<file path="src/fpu_pkg.sv">
package fpu_pkg;

    localparam int NUM_LANES     = 2;
    localparam int TAGW          = 4;
    localparam int LATENCY_FSQRT = 4;

    localparam logic [31:0] CANON_NAN = 32'h7FC0_0000; // Positive quiet NaN.

    typedef enum logic [2:0] {
        SQRT  = 3'd0,
        SGNJ  = 3'd1,
        SGNJN = 3'd2,
        SGNJX = 3'd3,
        MIN   = 3'd4,
        MAX   = 3'd5
    } fpu_op_e;

    typedef struct packed {
        logic nv; // Invalid operation.
        logic dz; // Divide by zero.
        logic of; // Overflow.
        logic uf; // Underflow.
        logic nx; // Inexact.
    } fflags_t;

    typedef struct packed {
        logic        sign;
        logic [7:0]  exponent;
        logic [22:0] mantissa;
    } fp32_fields_t;

    // One single-precision word, either as bits or as its fields.
    typedef union packed {
        logic [31:0]  raw;
        fp32_fields_t fields;
    } fp32_t;

    typedef struct packed {
        fpu_op_e                     op;
        logic [TAGW-1:0]             tag;
        fp32_t [NUM_LANES-1:0]       dataa;
        fp32_t [NUM_LANES-1:0]       datab;
    } fpu_req_t;

    typedef struct packed {
        logic [TAGW-1:0]             tag;
        fp32_t [NUM_LANES-1:0]       result;
        logic                        has_fflags;
        fflags_t [NUM_LANES-1:0]     fflags;
    } fpu_rsp_t;

endpackage

</file>
<file path="src/fpu_dispatch.sv">
module fpu_dispatch (
    input  logic              req_valid,
    input  fpu_pkg::fpu_req_t req,
    output logic              req_ready,
    output logic              sqrt_valid,
    input  logic              sqrt_ready,
    output logic              ncomp_valid,
    input  logic              ncomp_ready
);
    import fpu_pkg::*;

    logic is_sqrt;
    logic is_ncomp;

    assign is_sqrt  = req.op == SQRT;
    assign is_ncomp = req.op inside {SGNJ, SGNJN, SGNJX, MIN, MAX};

    assign sqrt_valid  = req_valid & is_sqrt;
    assign ncomp_valid = req_valid & is_ncomp;
    assign req_ready   = is_sqrt ? sqrt_ready : ncomp_ready; // Ready of the target unit.

    // An undefined op would be dropped by both units.
    always_comb begin
        if (req_valid) begin
            assert final (is_sqrt || is_ncomp)
            else $error("Illegal FPU op %0d", req.op);
        end
    end

endmodule

</file>
<file path="src/fpu_ncomp.sv">
module fpu_ncomp (
    input  logic                                      clk,
    input  logic                                      rst,
    input  logic                                      valid_in,
    output logic                                      ready_in,
    input  fpu_pkg::fpu_op_e                          op,
    input  logic [fpu_pkg::TAGW-1:0]                  tag_in,
    input  fpu_pkg::fp32_t [fpu_pkg::NUM_LANES-1:0]   dataa,
    input  fpu_pkg::fp32_t [fpu_pkg::NUM_LANES-1:0]   datab,
    output logic                                      valid_out,
    input  logic                                      ready_out,
    output fpu_pkg::fpu_rsp_t                         rsp
);
    import fpu_pkg::*;

    fpu_rsp_t rsp_d;

    assign ready_in = ~valid_out | ready_out;

    always_comb begin
        fp32_t a;
        fp32_t b;
        logic  a_nan;
        logic  b_nan;
        logic  a_lt_b;
        rsp_d            = '0;
        rsp_d.tag        = tag_in;
        rsp_d.has_fflags = (op == MIN) || (op == MAX);
        for (int i = 0; i < NUM_LANES; i++) begin
            a     = dataa[i];
            b     = datab[i];
            a_nan = (a.fields.exponent == 8'hFF) && (a.fields.mantissa != '0);
            b_nan = (b.fields.exponent == 8'hFF) && (b.fields.mantissa != '0);
            if (a.fields.sign != b.fields.sign) begin
                a_lt_b = a.fields.sign; // Also puts -0 below +0.
            end else if (a.fields.sign) begin
                a_lt_b = a.raw[30:0] > b.raw[30:0];
            end else begin
                a_lt_b = a.raw[30:0] < b.raw[30:0];
            end
            case (op)
                SGNJ:  rsp_d.result[i].raw = {b.fields.sign, a.raw[30:0]};
                SGNJN: rsp_d.result[i].raw = {~b.fields.sign, a.raw[30:0]};
                SGNJX: rsp_d.result[i].raw = {a.fields.sign ^ b.fields.sign, a.raw[30:0]};
                MIN, MAX: begin
                    if (a_nan && b_nan) begin
                        rsp_d.result[i].raw = CANON_NAN;
                    end else if (a_nan) begin
                        rsp_d.result[i].raw = b.raw;
                    end else if (b_nan) begin
                        rsp_d.result[i].raw = a.raw;
                    end else begin
                        rsp_d.result[i].raw = (a_lt_b == (op == MIN)) ? a.raw : b.raw;
                    end
                    rsp_d.fflags[i].nv = (a_nan && !a.fields.mantissa[22])
                                       || (b_nan && !b.fields.mantissa[22]);
                end
                default: rsp_d.result[i].raw = '0;
            endcase
        end
    end

    always_ff @(posedge clk) begin
        if (rst) begin
            valid_out <= 1'b0;
        end else if (ready_in) begin
            valid_out <= valid_in;
        end
    end

    always_ff @(posedge clk) begin
        if (ready_in && valid_in) begin
            rsp <= rsp_d; // Held while stalled.
        end
    end

    // Dispatch never steers a square root here.
    assert property (@(posedge clk) disable iff (rst) valid_in |-> op != SQRT);

endmodule

</file>
<file path="src/fpu_shift_register.sv">
module fpu_shift_register #(
    parameter int DATAW  = 1,
    parameter int DEPTH  = 1,
    parameter int RESETW = 0
) (
    input  logic             clk,
    input  logic             rst,
    input  logic             enable,
    input  logic [DATAW-1:0] data_in,
    output logic [DATAW-1:0] data_out
);

    logic [DATAW-1:0] stages [DEPTH+1];

    assign stages[0] = data_in;

    for (genvar i = 0; i < DEPTH; i++) begin : g_stage
        always_ff @(posedge clk) begin
            if (rst) begin
                // Top RESETW bits cleared, payload bits keep moving.
                stages[i+1] <= (enable ? stages[i] : stages[i+1])
                             & ({DATAW{1'b1}} >> RESETW);
            end else if (enable) begin
                stages[i+1] <= stages[i];
            end
        end
    end

    assign data_out = stages[DEPTH];

endmodule

</file>
<file path="src/fpu_sqrt.sv">
module fpu_sqrt (
    input  logic                                      clk,
    input  logic                                      rst,
    input  logic                                      valid_in,
    output logic                                      ready_in,
    input  logic [fpu_pkg::TAGW-1:0]                  tag_in,
    input  fpu_pkg::fp32_t [fpu_pkg::NUM_LANES-1:0]   dataa,
    output logic                                      valid_out,
    input  logic                                      ready_out,
    output fpu_pkg::fpu_rsp_t                         rsp
);
    import fpu_pkg::*;

    logic                     enable;
    logic [TAGW-1:0]          tag_q;
    fp32_t [NUM_LANES-1:0]    res_d;
    fp32_t [NUM_LANES-1:0]    res_q;
    fflags_t [NUM_LANES-1:0]  flags_d;
    fflags_t [NUM_LANES-1:0]  flags_q;

    assign enable   = ~(valid_out & ~ready_out); // Whole pipe freezes on back-pressure.
    assign ready_in = enable;

    for (genvar i = 0; i < NUM_LANES; i++) begin : g_lane
        fp32_t       a;
        fp32_t       lane_res;
        fflags_t     lane_flags;
        logic [47:0] rad;
        logic [23:0] root;
        logic [27:0] rem;
        logic [8:0]  exp_sum;
        logic        is_nan;
        logic        is_snan;
        logic        guard;
        logic        sticky;

        assign a       = dataa[i];
        assign is_nan  = (a.fields.exponent == 8'hFF) && (a.fields.mantissa != '0);
        assign is_snan = is_nan && !a.fields.mantissa[22];

        // An even biased exponent is an odd true exponent.
        assign rad = a.fields.exponent[0] ? {2'b01, a.fields.mantissa, 23'b0}
                                          : {1'b1, a.fields.mantissa, 24'b0};

        always_comb begin
            logic [27:0] r;
            logic [23:0] q;
            r = '0;
            q = '0;
            for (int k = 23; k >= 0; k--) begin
                r = {r[25:0], rad[2*k+1 -: 2]};
                if (r >= {2'b00, q, 2'b01}) begin
                    r = r - {2'b00, q, 2'b01};
                    q = {q[22:0], 1'b1};
                end else begin
                    q = {q[22:0], 1'b0};
                end
            end
            root = q;
            rem  = r;
        end

        assign exp_sum = {1'b0, a.fields.exponent} + 9'd127; // Halved below.
        assign guard   = rem > {4'b0, root};                  // Root lies above q + 1/2.
        assign sticky  = rem != '0;

        always_comb begin
            lane_res.raw = '0;
            lane_flags   = '0;
            if (is_nan) begin
                lane_res.raw  = CANON_NAN;
                lane_flags.nv = is_snan;
            end else if (a.fields.exponent == 8'h00) begin
                lane_res.raw = {a.fields.sign, 31'b0}; // Subnormals flush to zero.
            end else if (a.fields.sign) begin
                lane_res.raw  = CANON_NAN;
                lane_flags.nv = 1'b1;
            end else if (a.fields.exponent == 8'hFF) begin
                lane_res.raw = a.raw;
            end else begin
                // A square root never lands exactly on a half, so no tie case.
                lane_res.raw  = {1'b0, exp_sum[8:1], root[22:0]} + {31'b0, guard};
                lane_flags.nx = sticky;
            end
        end

        assign res_d[i]   = lane_res;
        assign flags_d[i] = lane_flags;
    end

    fpu_shift_register #(
        .DATAW  (1 + TAGW),
        .DEPTH  (LATENCY_FSQRT),
        .RESETW (1)
    ) shift_ctrl (
        .clk      (clk),
        .rst      (rst),
        .enable   (enable),
        .data_in  ({valid_in, tag_in}),
        .data_out ({valid_out, tag_q})
    );

    fpu_shift_register #(
        .DATAW  (32 * NUM_LANES),
        .DEPTH  (LATENCY_FSQRT),
        .RESETW (0)
    ) shift_res (
        .clk      (clk),
        .rst      (rst),
        .enable   (enable),
        .data_in  (res_d),
        .data_out (res_q)
    );

    fpu_shift_register #(
        .DATAW  ($bits(fflags_t) * NUM_LANES),
        .DEPTH  (LATENCY_FSQRT),
        .RESETW (0)
    ) shift_flags (
        .clk      (clk),
        .rst      (rst),
        .enable   (enable),
        .data_in  (flags_d),
        .data_out (flags_q)
    );

    assign rsp = '{tag: tag_q, result: res_q, has_fflags: 1'b1, fflags: flags_q};

    // Reset must reach the valid bit of every stage.
    assert property (@(posedge clk) rst |=> !valid_out);

endmodule

</file>
<file path="src/fpu_top.sv">
module fpu_top (
    input  logic              clk,
    input  logic              rst,
    input  logic              req_valid,
    output logic              req_ready,
    input  fpu_pkg::fpu_req_t req,
    output logic              wb_valid,
    input  logic              wb_ready,
    output fpu_pkg::fpu_rsp_t wb
);
    import fpu_pkg::*;

    logic           sqrt_valid;
    logic           sqrt_ready;
    logic           ncomp_valid;
    logic           ncomp_ready;
    logic [1:0]     unit_valid;  // Bit 0 sqrt, bit 1 ncomp.
    logic [1:0]     unit_ready;
    fpu_rsp_t [1:0] unit_rsp;

    fpu_dispatch dispatch (
        .req_valid   (req_valid),
        .req         (req),
        .req_ready   (req_ready),
        .sqrt_valid  (sqrt_valid),
        .sqrt_ready  (sqrt_ready),
        .ncomp_valid (ncomp_valid),
        .ncomp_ready (ncomp_ready)
    );

    fpu_sqrt sqrt_unit (
        .clk       (clk),
        .rst       (rst),
        .valid_in  (sqrt_valid),
        .ready_in  (sqrt_ready),
        .tag_in    (req.tag),
        .dataa     (req.dataa),
        .valid_out (unit_valid[0]),
        .ready_out (unit_ready[0]),
        .rsp       (unit_rsp[0])
    );

    fpu_ncomp ncomp_unit (
        .clk       (clk),
        .rst       (rst),
        .valid_in  (ncomp_valid),
        .ready_in  (ncomp_ready),
        .op        (req.op),
        .tag_in    (req.tag),
        .dataa     (req.dataa),
        .datab     (req.datab),
        .valid_out (unit_valid[1]),
        .ready_out (unit_ready[1]),
        .rsp       (unit_rsp[1])
    );

    fpu_wb_arbiter wb_arb (
        .clk      (clk),
        .rst      (rst),
        .in_valid (unit_valid),
        .in_ready (unit_ready),
        .in_rsp   (unit_rsp),
        .wb_valid (wb_valid),
        .wb_ready (wb_ready),
        .wb       (wb)
    );

endmodule

</file>
<file path="src/fpu_wb_arbiter.sv">
module fpu_wb_arbiter (
    input  logic                    clk,
    input  logic                    rst,
    input  logic [1:0]              in_valid,
    output logic [1:0]              in_ready,
    input  fpu_pkg::fpu_rsp_t [1:0] in_rsp,
    output logic                    wb_valid,
    input  logic                    wb_ready,
    output fpu_pkg::fpu_rsp_t       wb
);
    import fpu_pkg::*;

    logic [1:0] grant;
    logic       last_grant;

    always_comb begin
        if (in_valid == 2'b11) begin
            grant = last_grant ? 2'b01 : 2'b10; // Unit not served last time.
        end else begin
            grant = in_valid;
        end
    end

    assign wb_valid = |in_valid;
    assign wb       = grant[1] ? in_rsp[1] : in_rsp[0];
    assign in_ready = {2{wb_ready}} & (grant | ~in_valid);

    always_ff @(posedge clk) begin
        if (rst) begin
            last_grant <= 1'b0;
        end else if (wb_valid && wb_ready) begin
            last_grant <= grant[1];
        end
    end

    assert property (@(posedge clk) disable iff (rst) wb_valid |-> $onehot(grant));

endmodule
</file>
<file path="config.mk">
export PLATFORM = sky130hd
export DESIGN_NAME = fpu_top
export DESIGN_NICKNAME = d
export VERILOG_FILES = /design/src/fpu_pkg.sv /design/src/fpu_dispatch.sv /design/src/fpu_ncomp.sv /design/src/fpu_shift_register.sv /design/src/fpu_sqrt.sv /design/src/fpu_top.sv /design/src/fpu_wb_arbiter.sv
export SDC_FILE = /design/constraint.sdc
export NUM_CORES = 2
export LEC_CHECK = 0
export BUFFER_PORTS_ARGS = -buffer_cell sky130_fd_sc_hd__buf_2
export CORE_MARGIN = 2
export CORE_UTILIZATION = 40
export CTS_CLUSTER_SIZE = 20
export DETAILED_ROUTE_END_ITERATION = 7
export PLACE_DENSITY = 0.53
export SLEW_MARGIN = 10
export SYNTH_ARGS = -nofsm -noshare
export SYNTH_HDL_FRONTEND = slang
export SYNTH_SLANG_ARGS = --single-unit
</file>
<file path="constraint.sdc">
create_clock -name clk -period 112.3 [get_ports clk]
set_input_delay 11.23 -clock clk [delete_from_list [all_inputs] [get_ports clk]]
set_output_delay 11.23 -clock clk [all_outputs]
set_load 0.02 [all_outputs]
</file>
==> PnR_summary.wiki <==
{| class="wikitable"
! Metric !! Value
|-
| Post-layout nets || 9704
|-
| Crit path capture type || register
|-
| Final cycle utilization of the critical path || 0.924
|-
| Aggregate routed wire length || 243000 um
|-
| Data arrival time at the worst-slack endpoint || 104.11 ns
|-
| # IOs || 220
|-
| Violation count after the first detailed-route iteration || 5966
|-
| Top area cells in the synthesized netlist || edfxtp_1, ha_1, a21oi_1, xnor2_1, nor2_1
|-
| M1 WL || 118000 um
|-
| Ys async rst share || 0
|-
| Highest net fanout along the worst path || 51
|-
| Drt first pass iters || 8
|-
| Number of synthesized flops with an enable pin || 359
|-
| Critical R2R Launch || ncomp_unit.valid_out
|-
| Effective utilization at floorplan || 0.403
|-
| Final setup vio count || 0
|-
| Number of synthesized register bits || 365
|-
| Area of the core || 170000 um^2
|-
| Post-placement setup slack || 1.93 ns
|-
| Most used DFF post-synth || edfxtp_1
|-
| Post-cts hold buffer count || 0
|-
| CP required || 112.64 ns
|-
| Share of the synthesized area in the top cell type || 0.158
|-
| Proportion of layout cells with a drive suffix above 1 || 0.127
|-
| Final max-slew violation count || 0
|-
| Kind of critical path || input port to register
|-
| Clk slew on worst S/H paths || 0.06 ns
|-
| Total track usage || 0.266
|-
| Initial antenna violation count || 3
|-
| Max transition margin || 0.220
|-
| Number of max-cap violations || 0
|-
| Highest cell delay on the worst timing path || 0.68 ns
|-
| Post-synthesis cell count || 8674
|-
| CP Launch Type || input port
|-
| Max Freq || 9.64 MHz
|-
| Maximum count of clock buffers along a single path || 3
|-
| Final Hold Violating Endpoints || 0
|-
| Worst Hold Depth || 0
|-
| H-tree lvl count || 2
|-
| Clock tree root driver cell || clkbuf_16
|-
| Library cell contributing the largest single delay on the critical path || or3_2
|-
| Wire length per cell after detailed routing || 22.0 um
|-
| Floorplan die area || 174000 um^2
|-
| Global route overflow || 0
|-
| Sum of negative setup slack || 0 ns
|-
| Finished Core Util || 0.431
|-
| Post-DRT Antenna Nets || 0
|-
| Detailed-route DRC error count || 0
|-
| Clock net sink count || 365
|-
| Dpl hpwl || 194000 um
|-
| Number of cells traversed by the worst register-to-register path || 6
|-
| Family with the most delay on the worst path || compound AO/OA/AOI/OAI gates
|-
| Die Span Y || 417 um
|-
| Setup repair after global routing missed its margin || false
|-
| CTS tree || done
|-
| Global-route wire length before repair || 374000 um
|-
| Port Buf Inserts || 213
|-
| Total via count after detailed routing || 67800
|-
| Via density per instance || 6.12
|-
| Clock latency on the worst-skew pair || 0.61 ns
|-
| X dimension of the die || 417 um
|-
| Startpoint of the most critical hold path || sqrt_unit.shift_res.stages[94]
|-
| Crit-path most repeated cell || a21oi_1
|-
| Cell Area, Synth || 68400 um^2
|-
| Worst-case clock skew || 0.0333 ns
|-
| Growth of design area from synthesis to finish || 7.10%
|-
| Share of synthesized area occupied by flip-flops and latches || 0.159
|-
| Worst min-delay path class || register to register
|-
| Final critical delay including setup and external delays || 103.78 ns
|-
| Status || completed
|-
| Length of routed met3 wiring || 12200 um
|-
| Number of gates on the worst path with buffers counted || 442
|-
| Post-Syn Area per Cell || 7.88 um^2
|-
| Synth unique cells || 195
|-
| Worst setup path startpoint || req[87]
|-
| Number of buffers and inverters on the critical path || 49
|-
| Final setup slack of the worst path || 8.52 ns
|-
| Yosys synthesis warning count || 0
|-
| Pin count of the biggest net entering global routing || 96
|-
| Slew at the pin with the worst max-slew slack || 1.16 ns
|-
| Clock buffer count from CTS || 42
|-
| Routability congestion estimate from global placement || 0.978
|-
| Cell Rows || 151
|-
| Routed length on met2 || 108000 um
|-
| Number of global-route vias before repair || 63700
|-
| Highest metal layer used by the detailed router || met4
|-
| Yosys top cell by area || edfxtp_1
|}
## what timing repair did
action                                  CTS  global route
endpoints found under the setup margin    0            32
hold endpoints to repair                  0             0
buffers inserted                          0             5
resized for setup                         0            49
## synth_stat cells, types with 85 or more instances
master,n
a21o_1,224
a21oi_1,961
a31oi_1,128
clkbuf_1,118
edfxtp_1,359
ha_1,743
inv_1,460
mux2_2,147
mux2i_1,123
nand2_1,648
nand2b_1,96
nand3_1,215
nand4_1,144
nor2_1,723
nor2b_1,85
nor3_1,169
nor4_1,87
o21ai_0,429
o21bai_1,262
xnor2_1,493
xor2_1,182
## worst paths after layout
| kind | end | slack, ns |
|---|---|---|
| setup / recovery | sqrt_unit.shift_res.stages[217] | 8.52 |
| hold / removal | sqrt_unit.shift_res.data_out[30] | 0.40 |
| setup reg to reg | sqrt_unit.shift_res.stages[106] | 108.87 |
| hold reg to reg | sqrt_unit.shift_res.data_out[30] | 0.40 |
## area by class of cell
| class | instances | area [um^2] |
|---|---|---|
| antenna | 2 | 5.00 |
| clock buffer | 48 | 1090 |
| clock inverter | 28 | 372 |
| fill | 17100 | 96500 |
| inverter | 492 | 1910 |
| multi-input combinational | 7602 | 54300 |
| sequential | 365 | 10900 |
| tap | 2218 | 2780 |
| timing repair buffer | 317 | 1890 |
## layout by cell type, fill, tap and decap left out, types with 62 or more instances in the layout
cell type and instances:
a211oi_1 63, a21o_1 224, a21oi_1 958, a22o_1 62
a31oi_1 128, and3_1 73, buf_2 213, buf_4 95
edfxtp_1 359, ha_1 742, inv_1 455, mux2_2 147
mux2i_1 123, nand2_1 646, nand2b_1 96, nand3_1 215
nand4_1 144, nor2_1 720, nor2b_1 84, nor3_1 167
nor4_1 84, o21a_1 78, o21ai_0 428, o21bai_1 260
o31ai_1 80, or2_2 62, xnor2_1 493, xor2_1 182
## cells by family (layout without fill, tap and decap cells)
group,count (synthesis),after routing,share of synthesized area
AOI/OAI and AO/OA,3030,3030,0.301
and+or+nand+nor,2791,2791,0.216
buffers and inverters,765,885,0.0519
adders and majority gates,745,745,0.137
xor gates and xnor gates,677,677,0.0870
DFF,365,365,0.159
muxes,299,299,0.0483
other,2,62,0.000110
## registers in the layout (all words and copies together), names as in the netlist
signal and count:
wb_arb.last_grant 1, ncomp_unit.rsp 71, sqrt_unit.shift_flags.stages 12, sqrt_unit.shift_flags.data_out 4
sqrt_unit.shift_res.stages 192, sqrt_unit.shift_res.data_out 64, sqrt_unit.shift_ctrl.stages 15, sqrt_unit.shift_ctrl.data_out 5
ncomp_unit.valid_out 1
## per-layer routing
metal	up-vias	GRT usage
met4	0	0.0586
met1	32600	0.386
met3	280	0.0187
met5	-	0
met2	2051	0.430
li1	32900	-
## per-stage QoR
stage	hold WS, ns	instance area, um^2	instances
final	0.405	73200	11100
after global routing	0.416	73200	11100
after CTS	0.399	73000	11100
after detailed placement	0.405	71600	11000
after global placement	0.400	71600	11000
after floorplan	0.400	68600	8732
Power is left out: the tool's default activity adds up to more than one toggle a clock period on the data nets, which glitch-free logic cannot reach.
